==> config.mk <==
export PLATFORM = sky130hd
export DESIGN_NAME = mem_stage
export DESIGN_NICKNAME = d
export VERILOG_FILES = /design/src/mem_wb_pkg.sv /design/src/mem_access_pkg.sv /design/src/mem_stage.sv /design/src/load_extract.sv /design/src/store_align.sv
export VERILOG_INCLUDE_DIRS = /design/src /design/src/src
export SDC_FILE = /design/constraint.sdc
export NUM_CORES = 1
export LEC_CHECK = 0
export BUFFER_PORTS_ARGS = -buffer_cell sky130_fd_sc_hd__buf_4
export CELL_PAD_IN_SITES_DETAIL_PLACEMENT = 1
export CELL_PAD_IN_SITES_GLOBAL_PLACEMENT = 2
export CORE_ASPECT_RATIO = 1.2
export CORE_UTILIZATION = 26
export DETAILED_ROUTE_END_ITERATION = 10
export GPL_TIMING_DRIVEN = 0
export PLACE_DENSITY_LB_ADDON = 0.25
export SYNTH_ARGS = -nofsm -noshare
export SYNTH_HDL_FRONTEND = slang
export SYNTH_SLANG_ARGS = --single-unit
==> constraint.sdc <==
create_clock -name clk -period 3.8 [get_ports clk]
set_input_delay 0.76 -clock clk [delete_from_list [all_inputs] [get_ports clk]]
set_output_delay 0.76 -clock clk [all_outputs]
set_load 0.01 [all_outputs]
==> src/mem_macros.svh <==
`ifndef MEM_MACROS_SVH
`define MEM_MACROS_SVH

// data and address width
`define XLEN 32

// register index width
`define REG_IDX_W 5

// data sram depth in words
// word index comes from address bits 9..2
`define SRAM_WORDS 256

// shortest response latency in cycles
// address bits 3..2 add up to three more
`define SRAM_LAT_BASE 1

`endif
==> src/mem_wb_pkg.sv <==
`include "mem_macros.svh"

package mem_wb_pkg;

    // destination register index
    // shared by writeback and the bypass toward execute
    typedef logic [`REG_IDX_W-1:0] reg_idx_t;

endpackage

==> src/mem_access_pkg.sv <==
package mem_access_pkg;

    // access size as decoded by execute
    typedef enum logic [1:0] {
        SIZE_BYTE = 2'd0,
        SIZE_HALF = 2'd1,
        SIZE_WORD = 2'd2
    } mem_size_e;

    // exception reported toward writeback
    // inherited codes win over a local misalignment
    typedef enum logic [1:0] {
        EXCP_NONE           = 2'd0,
        EXCP_INHERIT        = 2'd1,
        EXCP_LOAD_MISALIGN  = 2'd2,
        EXCP_STORE_MISALIGN = 2'd3
    } excp_code_e;

endpackage

==> src/mem_stage.sv <==
`timescale 1ns/100ps
`include "mem_macros.svh"

module mem_stage (
    input  logic                       clk,
    input  logic                       rst_i,
    input  logic                       flush_i,
    // from execute
    input  logic                       in_valid_i,
    output logic                       in_ready_o,
    input  logic                       is_mem_i,
    input  logic                       is_store_i,
    input  mem_access_pkg::mem_size_e  size_i,
    input  logic                       unsigned_i,
    input  logic [`XLEN-1:0]           alu_result_i,
    input  logic [`XLEN-1:0]           store_data_i,
    input  mem_wb_pkg::reg_idx_t       wreg_idx_i,
    input  logic                       wreg_en_i,
    input  logic                       excp_in_i,
    // to writeback
    output logic                       out_valid_o,
    input  logic                       out_ready_i,
    output logic [`XLEN-1:0]           wb_result_o,
    output mem_wb_pkg::reg_idx_t       wb_idx_o,
    output logic                       wb_en_o,
    output mem_access_pkg::excp_code_e wb_excp_o,
    // bypass toward execute
    output logic [`XLEN-1:0]           byp_result_o,
    output mem_wb_pkg::reg_idx_t       byp_idx_o,
    output logic                       byp_en_o,
    // data sram
    output logic                       req_o,
    output logic                       we_o,
    output logic [`XLEN-1:0]           addr_o,
    output logic [3:0]                 wmask_o,
    output logic [`XLEN-1:0]           wdata_o,
    input  logic                       done_i,
    input  logic [`XLEN-1:0]           rdata_i
);
    import mem_access_pkg::*;

    logic             misaligned;
    excp_code_e       excp_code;
    logic             excp_any;
    logic             clean_mem;
    logic             issued_q;
    logic             drop_q;
    logic             mem_done_q;
    logic [`XLEN-1:0] rdata_q;
    logic             resp_hit;
    logic             cur_done;
    logic             fire;
    logic [`XLEN-1:0] load_data;
    logic [`XLEN-1:0] load_value;
    logic [`XLEN-1:0] result;

    // alignment check
    always_comb begin
        case (size_i)
            SIZE_HALF: misaligned = alu_result_i[0];
            SIZE_WORD: misaligned = |alu_result_i[1:0];
            default:   misaligned = 1'b0;
        endcase
    end

    always_comb begin
        if (excp_in_i) begin
            excp_code = EXCP_INHERIT;
        end else if (is_mem_i && misaligned && is_store_i) begin
            excp_code = EXCP_STORE_MISALIGN;
        end else if (is_mem_i && misaligned) begin
            excp_code = EXCP_LOAD_MISALIGN;
        end else begin
            excp_code = EXCP_NONE;
        end
    end

    assign excp_any  = (excp_code != EXCP_NONE);
    // only clean accesses reach the sram
    assign clean_mem = is_mem_i && !excp_any;

    // completion that belongs to the instruction in the stage
    assign resp_hit   = issued_q && done_i && !drop_q;
    assign cur_done   = in_valid_i && (!clean_mem || resp_hit || mem_done_q);
    assign fire       = cur_done && out_ready_i;
    assign in_ready_o = !in_valid_i || fire;

    // one request per instruction
    assign req_o  = in_valid_i && clean_mem && !issued_q && !mem_done_q && !flush_i;
    assign we_o   = is_store_i;
    assign addr_o = alu_result_i;

    store_align u_store_align (
        .size_i    (size_i),
        .addr_lo_i (alu_result_i[1:0]),
        .data_i    (store_data_i),
        .wdata_o   (wdata_o),
        .wmask_o   (wmask_o)
    );

    // held copy is used when writeback stalls after done
    assign load_data = mem_done_q ? rdata_q : rdata_i;

    load_extract u_load_extract (
        .size_i     (size_i),
        .unsigned_i (unsigned_i),
        .addr_lo_i  (alu_result_i[1:0]),
        .rdata_i    (load_data),
        .value_o    (load_value)
    );

    assign result = (clean_mem && !is_store_i) ? load_value : alu_result_i;

    always_ff @(posedge clk) begin
        if (rst_i) begin
            issued_q    <= 1'b0;
            drop_q      <= 1'b0;
            mem_done_q  <= 1'b0;
            out_valid_o <= 1'b0;
        end else begin
            if (req_o) begin
                issued_q <= 1'b1;
            end
            if (done_i) begin
                issued_q <= 1'b0;
                drop_q   <= 1'b0;
            end else if (flush_i && issued_q) begin
                // the access in flight still completes and its done is dropped
                drop_q <= 1'b1;
            end
            if (flush_i || fire) begin
                mem_done_q <= 1'b0;
            end else if (resp_hit) begin
                mem_done_q <= 1'b1;
            end
            if (flush_i) begin
                out_valid_o <= 1'b0;
            end else if (out_ready_i) begin
                out_valid_o <= cur_done;
            end
        end
    end

    // writeback payload
    always_ff @(posedge clk) begin
        if (resp_hit) begin
            rdata_q <= rdata_i;
        end
        if (fire) begin
            wb_result_o <= result;
            wb_idx_o    <= wreg_idx_i;
            wb_en_o     <= wreg_en_i && !excp_any;
            wb_excp_o   <= excp_code;
        end
    end

    assign byp_result_o = result;
    assign byp_idx_o    = wreg_idx_i;
    assign byp_en_o     = cur_done && wreg_en_i && !excp_any;

endmodule

==> src/load_extract.sv <==
`timescale 1ns/100ps
`include "mem_macros.svh"

module load_extract (
    input  mem_access_pkg::mem_size_e size_i,
    input  logic                      unsigned_i,
    input  logic [1:0]                addr_lo_i,
    input  logic [`XLEN-1:0]          rdata_i,
    output logic [`XLEN-1:0]          value_o
);
    import mem_access_pkg::*;

    logic [7:0]  byte_sel;
    logic [15:0] half_sel;
    logic        byte_fill;
    logic        half_fill;

    // lane select
    assign byte_sel = rdata_i[8*addr_lo_i +: 8];
    assign half_sel = addr_lo_i[1] ? rdata_i[31:16] : rdata_i[15:0];

    // fill bit is zero for unsigned loads
    assign byte_fill = byte_sel[7] & ~unsigned_i;
    assign half_fill = half_sel[15] & ~unsigned_i;

    always_comb begin
        case (size_i)
            SIZE_BYTE: begin
                value_o = {{(`XLEN-8){byte_fill}}, byte_sel};
            end
            SIZE_HALF: begin
                value_o = {{(`XLEN-16){half_fill}}, half_sel};
            end
            default: begin
                value_o = rdata_i;
            end
        endcase
    end

endmodule

==> src/store_align.sv <==
`timescale 1ns/100ps
`include "mem_macros.svh"

module store_align (
    input  mem_access_pkg::mem_size_e size_i,
    input  logic [1:0]                addr_lo_i,
    input  logic [`XLEN-1:0]          data_i,
    output logic [`XLEN-1:0]          wdata_o,
    output logic [3:0]                wmask_o
);
    import mem_access_pkg::*;

    // data is replicated on every lane
    // the mask picks the live ones
    always_comb begin
        case (size_i)
            SIZE_BYTE: begin
                wdata_o = {4{data_i[7:0]}};
                wmask_o = 4'b0001 << addr_lo_i;
            end
            SIZE_HALF: begin
                wdata_o = {2{data_i[15:0]}};
                // bit 0 is already checked by the stage
                wmask_o = addr_lo_i[1] ? 4'b1100 : 4'b0011;
            end
            default: begin
                wdata_o = data_i;
                wmask_o = 4'b1111;
            end
        endcase
    end

endmodule

==> impl_metrics.py, run 1 <==
metrics = {
    "timing": {
        "worst_pin_slew_ns": 0.895,
        "setup_slack_ns": 0.208,
        "fin_skew_ns": 0.00620,
        "fmax_mhz": 278,
        "slew_viol_final": 0,
        "fin_crit_sh": 0.945,
        "slew_headroom": 0.403,
        "rsz0062_at_grt": "no",
        "finalSetupViolCount": 0,
        "finalCriticalPeriod_ns": 3.59,
        "hold_viol_final": 0,
    },
    "layout": {
        "num_antenna_cells": 0,
        "fill_cells": 1994,
        "drive_above_1_share": 0.543,
        "utilization": 0.414,
        "finalInstanceArea_mm2": 0.00725,
        "stdcell_count": 922,
        "area_growth_pct": 56.0,
        "layout.nets": 814,
    },
    "setup_path": {
        "cp_top_family": "buffers and inverters",
        "path_max_fanout": 10,
        "cp_common_cell": "buf_4",
        "cp_num_buf_inv": 5,
        "path_class": "input pin to output pin",
        "cp.required_ns": 3.04,
        "crit_chain": "buf_4, inv_1, ha_1, buf_2, nand2b_1, clkbuf_1, nand3_1, a31oi_1, buf_4",
        "cpPeakStageDelay_ns": 0.47,
        "critPathSlowestCell": "clkbuf_1",
        "crit_path_end_kind": "output pin",
        "arrival_ns": 2.83,
        "startpoint_type": "input pin",
    },
    "drt": {
        "drt_wl_total_mm": 17.3,
        "drc": 0,
        "via_per_inst": 4.74,
        "wl_per_cell_um": 18.7,
        "drt-initial-drc-count": 163,
        "via_count": 4369,
        "first_pass_iters": 4,
        "ant_nets": 0,
    },
    "synth": {
        "synth_sequential_area_ratio": 0.482,
        "ys_types": 47,
        "yosys_register_bits": 76,
        "syn_inst": 423,
        "async_reset_ff_frac": 0,
        "ys.flop_type": "edfxtp_1",
        "syn_area_per_cell_um2": 11.0,
        "synth_area_leaders": "edfxtp_1 46%, buf_4 7.7%, mux2i_1 6.5%",
        "yosysTopAreaCell": "edfxtp_1",
        "yosys_warnings": 0,
        "synth_top_area_share": 0.465,
        "synth_nets": 540,
        "netlist_area_mm2": 0.00465,
        "synth-edff-count": 72,
    },
    "power": {
        "p_int_mw": 1.89,
        "power.density_mw_per_mm2": 349,
        "pwr-share-comb": 0.233,
        "ir_worst_vdd_uv": 217,
        "pwr-share-seq": 0.377,
        "power_leakage_nw": 3.12,
        "clock_power_share": 0.391,
        "swShare": 0.254,
        "power_switching_uw": 642,
    },
    "grt": {
        "grt_use_total": 0.189,
        "grt_antenna_before_repair": 0,
        "overflow": 0,
        "grt_pass1_vias": 4536,
        "grt_pass1_wl_mm": 25.5,
        "grt_max_degree": 38,
    },
    "die": {
        "pin_count": 264,
        "fp-row-count": 53,
        "die_x_um": 124,
        "die_h_um": 149,
        "core-area_mm2": 0.0175,
        "initial_core_util": 0.266,
        "dieArea_mm2": 0.0184,
    },
    "clock_tree": {
        "htreeDepth": 3,
        "insertion_delay_ns": 0.36,
        "cts_tree": "done",
        "cts_buffer_depth": 2,
        "cts_buffers": 9,
        "clkSlewWorstSetupHoldPaths_ns": 0.06,
        "ctsHoldBuffers": 0,
        "cts_sinks": 76,
        "cts-root-buf": "clkbuf_16",
    },
    "min_path": {
        "hold_class": "flip-flop to flip-flop",
    },
    "placement": {
        "postPlaceCellArea_mm2": 0.00692,
        "dp_hpwl_mm": 13.6,
        "place_congestion": 0.790,
        "place.port_buffers": 263,
        "place_inst": 907,
        "place_ws_ns": -0.515,
    },
    "status": {
        "outcome": "complete, no violations",
    },
    "flow_run": {
        "drv_cap": 0,
    },
}
-- layout by cell type (no fill, tap or decap), drive strengths merged, types with 3 or more instances in the layout --
cell type and n:
a22oi 11, mux2 18, bufinv 3, a31oi 15
buf 326, a22o 8, mux2i 30, a211oi 7
edfxtp 72, o21ai 6, nand2 50, nor2b 6
and2 3, clkinv 3, nand3 6, clkbuf 20
inv 6, a21oi 27, ha 3, nor2 32
mux4 3, o211ai 5, dfxtp 4, nand2b 3
o21a 15
-- per-stage QoR --
| step | power (mW) | TNS (ns) | hold slack (ns) |
|---|---|---|---|
| finish | 2.53 | 0 | 0.489 |
| global placement | 1.55 | -27.40 | 0.463 |
| floorplan | 1.24 | 0 | 0.448 |
| CTS | 2.56 | 0 | 0.494 |
| detailed placement | 1.57 | -7.23 | 0.475 |
| global route | 2.63 | 0 | 0.523 |
-- layer usage --
metal	part of all wire	track usage
met4	0.022	0.0762
met2	0.54	0.344
met1	0.37	0.202
met3	0.072	0.0518
met5	0	0
-- synth_stat cells (all sizes together) (2+ instances only) --
master,number
nand3,6
nor3,2
dfxtp,4
nor2b,6
nor2,32
o21ai,6
o211ai,5
edfxtp,72
mux2i,30
a22oi,11
a22o,8
nand2,50
mux2,18
and2,3
mux4,3
clkbuf,11
a31oi,15
a21oi,27
nand2b,3
a221oi,2
ha,3
a211oi,7
inv,6
and3b,2
buf,62
and3,2
o21a,15
-- worst paths after layout --
kind,slack (ns),startpoint,endpoint,cells past startpoint
worst max-delay path,0.21,size_i[1],byp_result_o[14],9
worst min-delay path,0.49,issued_q,issued_q,2
worst max register to register,1.37,issued_q,wb_result_o[6],5
worst min register to register,0.49,issued_q,issued_q,2
-- flip-flops by register name (all words and copies together) (netlist names) --
signal	cells
drop_q	1
issued_q	1
mem_done_q	1
out_valid_o	1
rdata_q	32
wb_en_o	1
wb_excp_o	2
wb_idx_o	5
wb_result_o	32
-- worst min-delay path, stage by stage, from the launching register on --
cell and delay (ns):
dfxtp_1 0.33, inv_1 0.06, a211oi_1 0.06
-- area by class of cell --
cell class	count	area [µm²]	share of cell area
Buffer	72	503	0.0693
Clock buffer	10	229	0.0316
Clock inverter	6	103	0.0141
Inverter	6	22.5	0.00311
Multi-Input combinational cell	268	1880	0.260
Sequential cell	76	2240	0.309
Tap cell	220	275	0.0380
Timing Repair Buffer	264	1990	0.275
-- cells by family after synthesis --
| logic type | share of synthesized area |
|---|---|
| multiplexers | 0.123 |
| flip-flops | 0.482 |
| adder cells (fa/ha/maj) | 0.00807 |
| AND/OR/NAND/NOR | 0.105 |
| AO/OA/AOI/OAI | 0.168 |
| buffers and inverters | 0.114 |
-- power groups by stage --
stage          sequential [mW]  combinational, mW  clock [mW]
3_3_place_gp             0.971              0.582           0
6_report                 0.952              0.589       0.988
5_1_grt                  0.954              0.639        1.04
2_1_floorplan            0.981              0.255           0
4_1_cts                  0.953              0.598        1.01
3_5_place_dp             0.970              0.596           0
-- timing repair --
item | CTS | global route
resized for setup | 2 | 0
setup endpoints to repair | 40 | 0
setup buffers | 0 | 0
(Power assumes the default switching activity.)
==> run 2: changes to the inputs <==
CTS_BUF_LIST = sky130_fd_sc_hd__clkbuf_16   (was unset)
==> run 2 against run 1 <==
Net effect: hold slack unchanged; via count stayed put; power decreased by 0.10%; combinational power about the same; wire length barely moved; register-to-register slack is essentially flat; clock power hardly changed; core utilization unchanged; maximum frequency did not move; clock-buffer cell count shrank 1; sequential share of layout area did not move; largest power group unchanged.
==> impl_metrics.py, run 2 (same netlist as run 1, synthesis figures left out) <==
metrics = {
    "status": {
        "outcome": "complete, no violations",
    },
    "clock_tree": {
        "ctsHoldBuffers": 0,
        "htreeDepth": 3,
        "cts_sinks": 76,
        "cts-root-buf": "clkbuf_16",
        "cts_buffers": 9,
        "clkSlewWorstSetupHoldPaths_ns": 0.06,
        "cts_resized": 2,
        "insertion_delay_ns": 0.36,
        "cts_buffer_depth": 2,
        "cts_tree": "done",
        "postCtsSetupBuffers": 0,
    },
    "power": {
        "power_leakage_nw": 3.12,
        "ir_worst_vdd_uv": 217,
        "power.density_mw_per_mm2": 348,
        "finalPower_mw": 2.53,
    },
    "drt": {
        "drt-initial-drc-count": 163,
        "drc": 0,
        "wl_per_cell_um": 18.7,
        "via_per_inst": 4.74,
        "first_pass_iters": 4,
        "drt_wl_total_mm": 17.3,
        "ant_nets": 0,
        "via_count": 4369,
    },
    "layout": {
        "layout_commonest_cell": "buf_4",
        "drive_above_1_share": 0.543,
        "area_growth_pct": 56.0,
        "layout.nets": 814,
        "finalInstanceArea_mm2": 0.00725,
        "utilization": 0.414,
        "num_antenna_cells": 0,
        "reg_top3": "rdata_q x32, wb_result_o x32, wb_idx_o x5",
        "stdcell_count": 922,
        "final_cell_mix": "311 x buf_4, 72 x edfxtp_1, 50 x nand2_1, 31 x nor2_1, 30 x mux2i_1",
    },
    "placement": {
        "place_inst": 907,
        "place_congestion": 0.790,
        "dp_hpwl_mm": 13.6,
        "postPlaceCellArea_mm2": 0.00692,
        "place.port_buffers": 263,
    },
    "die": {
        "die_h_um": 149,
        "die_x_um": 124,
        "fp-row-count": 53,
        "pin_count": 264,
        "dieArea_mm2": 0.0184,
        "initial_core_util": 0.266,
        "core-area_mm2": 0.0175,
    },
    "timing": {
        "hold_viol_final": 0,
        "fmax_mhz": 278,
        "slew_headroom": 0.403,
        "slew_viol_final": 0,
        "finalSetupViolCount": 0,
        "fin_skew_ns": 0.00632,
        "fin_crit_sh": 0.945,
        "finalCriticalPeriod_ns": 3.59,
        "worst_pin_slew_ns": 0.895,
        "rsz0062_at_grt": "no",
    },
    "grt": {
        "grt_max_degree": 38,
        "grt_pass1_vias": 4536,
        "grt_pass1_wl_mm": 25.5,
        "grt_use_total": 0.189,
        "grt_antenna_before_repair": 0,
        "overflow": 0,
    },
    "setup_path": {
        "crit_path_end_kind": "output pin",
        "startpoint_type": "input pin",
        "path_class": "input pin to output pin",
        "cp.required_ns": 3.04,
        "reg2reg_depth": 5,
        "r2r_slack_ns": 1.37,
        "arrival_ns": 2.83,
        "path_max_fanout": 10,
    },
    "min_path": {
        "hold_depth": 2,
        "hold_class": "flip-flop to flip-flop",
    },
    "flow_run": {
        "drv_cap": 0,
    },
}
-- run 2: area by class of cell --
type / count / area, µm²
multi-input combinational: 268 / 1880
clock buffer: 9 / 225
inverter: 6 / 22.5
fill: 1994 / 10300
tap: 220 / 275
clock inverter: 7 / 106
buffer: 72 / 503
timing repair buffer: 264 / 1990
sequential: 76 / 2240
-- run 2: layer usage --
metal  GRT usage  routed length (µm)
met5           0                   0
met4      0.0762                 376
met3      0.0518                1240
met2       0.344                9290
met1       0.202                6360
-- run 2: worst paths after layout --
path,from,endpoint
max,size_i[1],byp_result_o[14]
min,issued_q,issued_q
max reg2reg,issued_q,wb_result_o[6]
min reg2reg,issued_q,issued_q
-- run 2: metrics by stage --
step / setup TNS (ns) / setup slack, ns / hold WS, ns
2_1_floorplan: 0 / 0.496 / 0.448
3_3_place_gp: -27.40 / -0.575 / 0.463
3_5_place_dp: -7.23 / -0.515 / 0.475
4_1_cts: 0 / 0.153 / 0.494
5_1_grt: 0 / 0.0279 / 0.523
6_report: 0 / 0.208 / 0.489
-- run 2: power by group --
part           total [mW]  leakage [nW]  internal [mW]  switching, mW
registers           0.952         0.691          0.946        0.00612
clock network       0.985         0.166          0.633          0.352
logic               0.589          2.27          0.305          0.284
-- run 2: worst max-delay path: stages --
cell and delay (ns):
buf_4 0.16, inv_1 0.09, ha_1 0.21, buf_2 0.26, nand2b_1 0.28, clkbuf_1 0.47
nand3_1 0.16, a31oi_1 0.26, buf_4 0.17
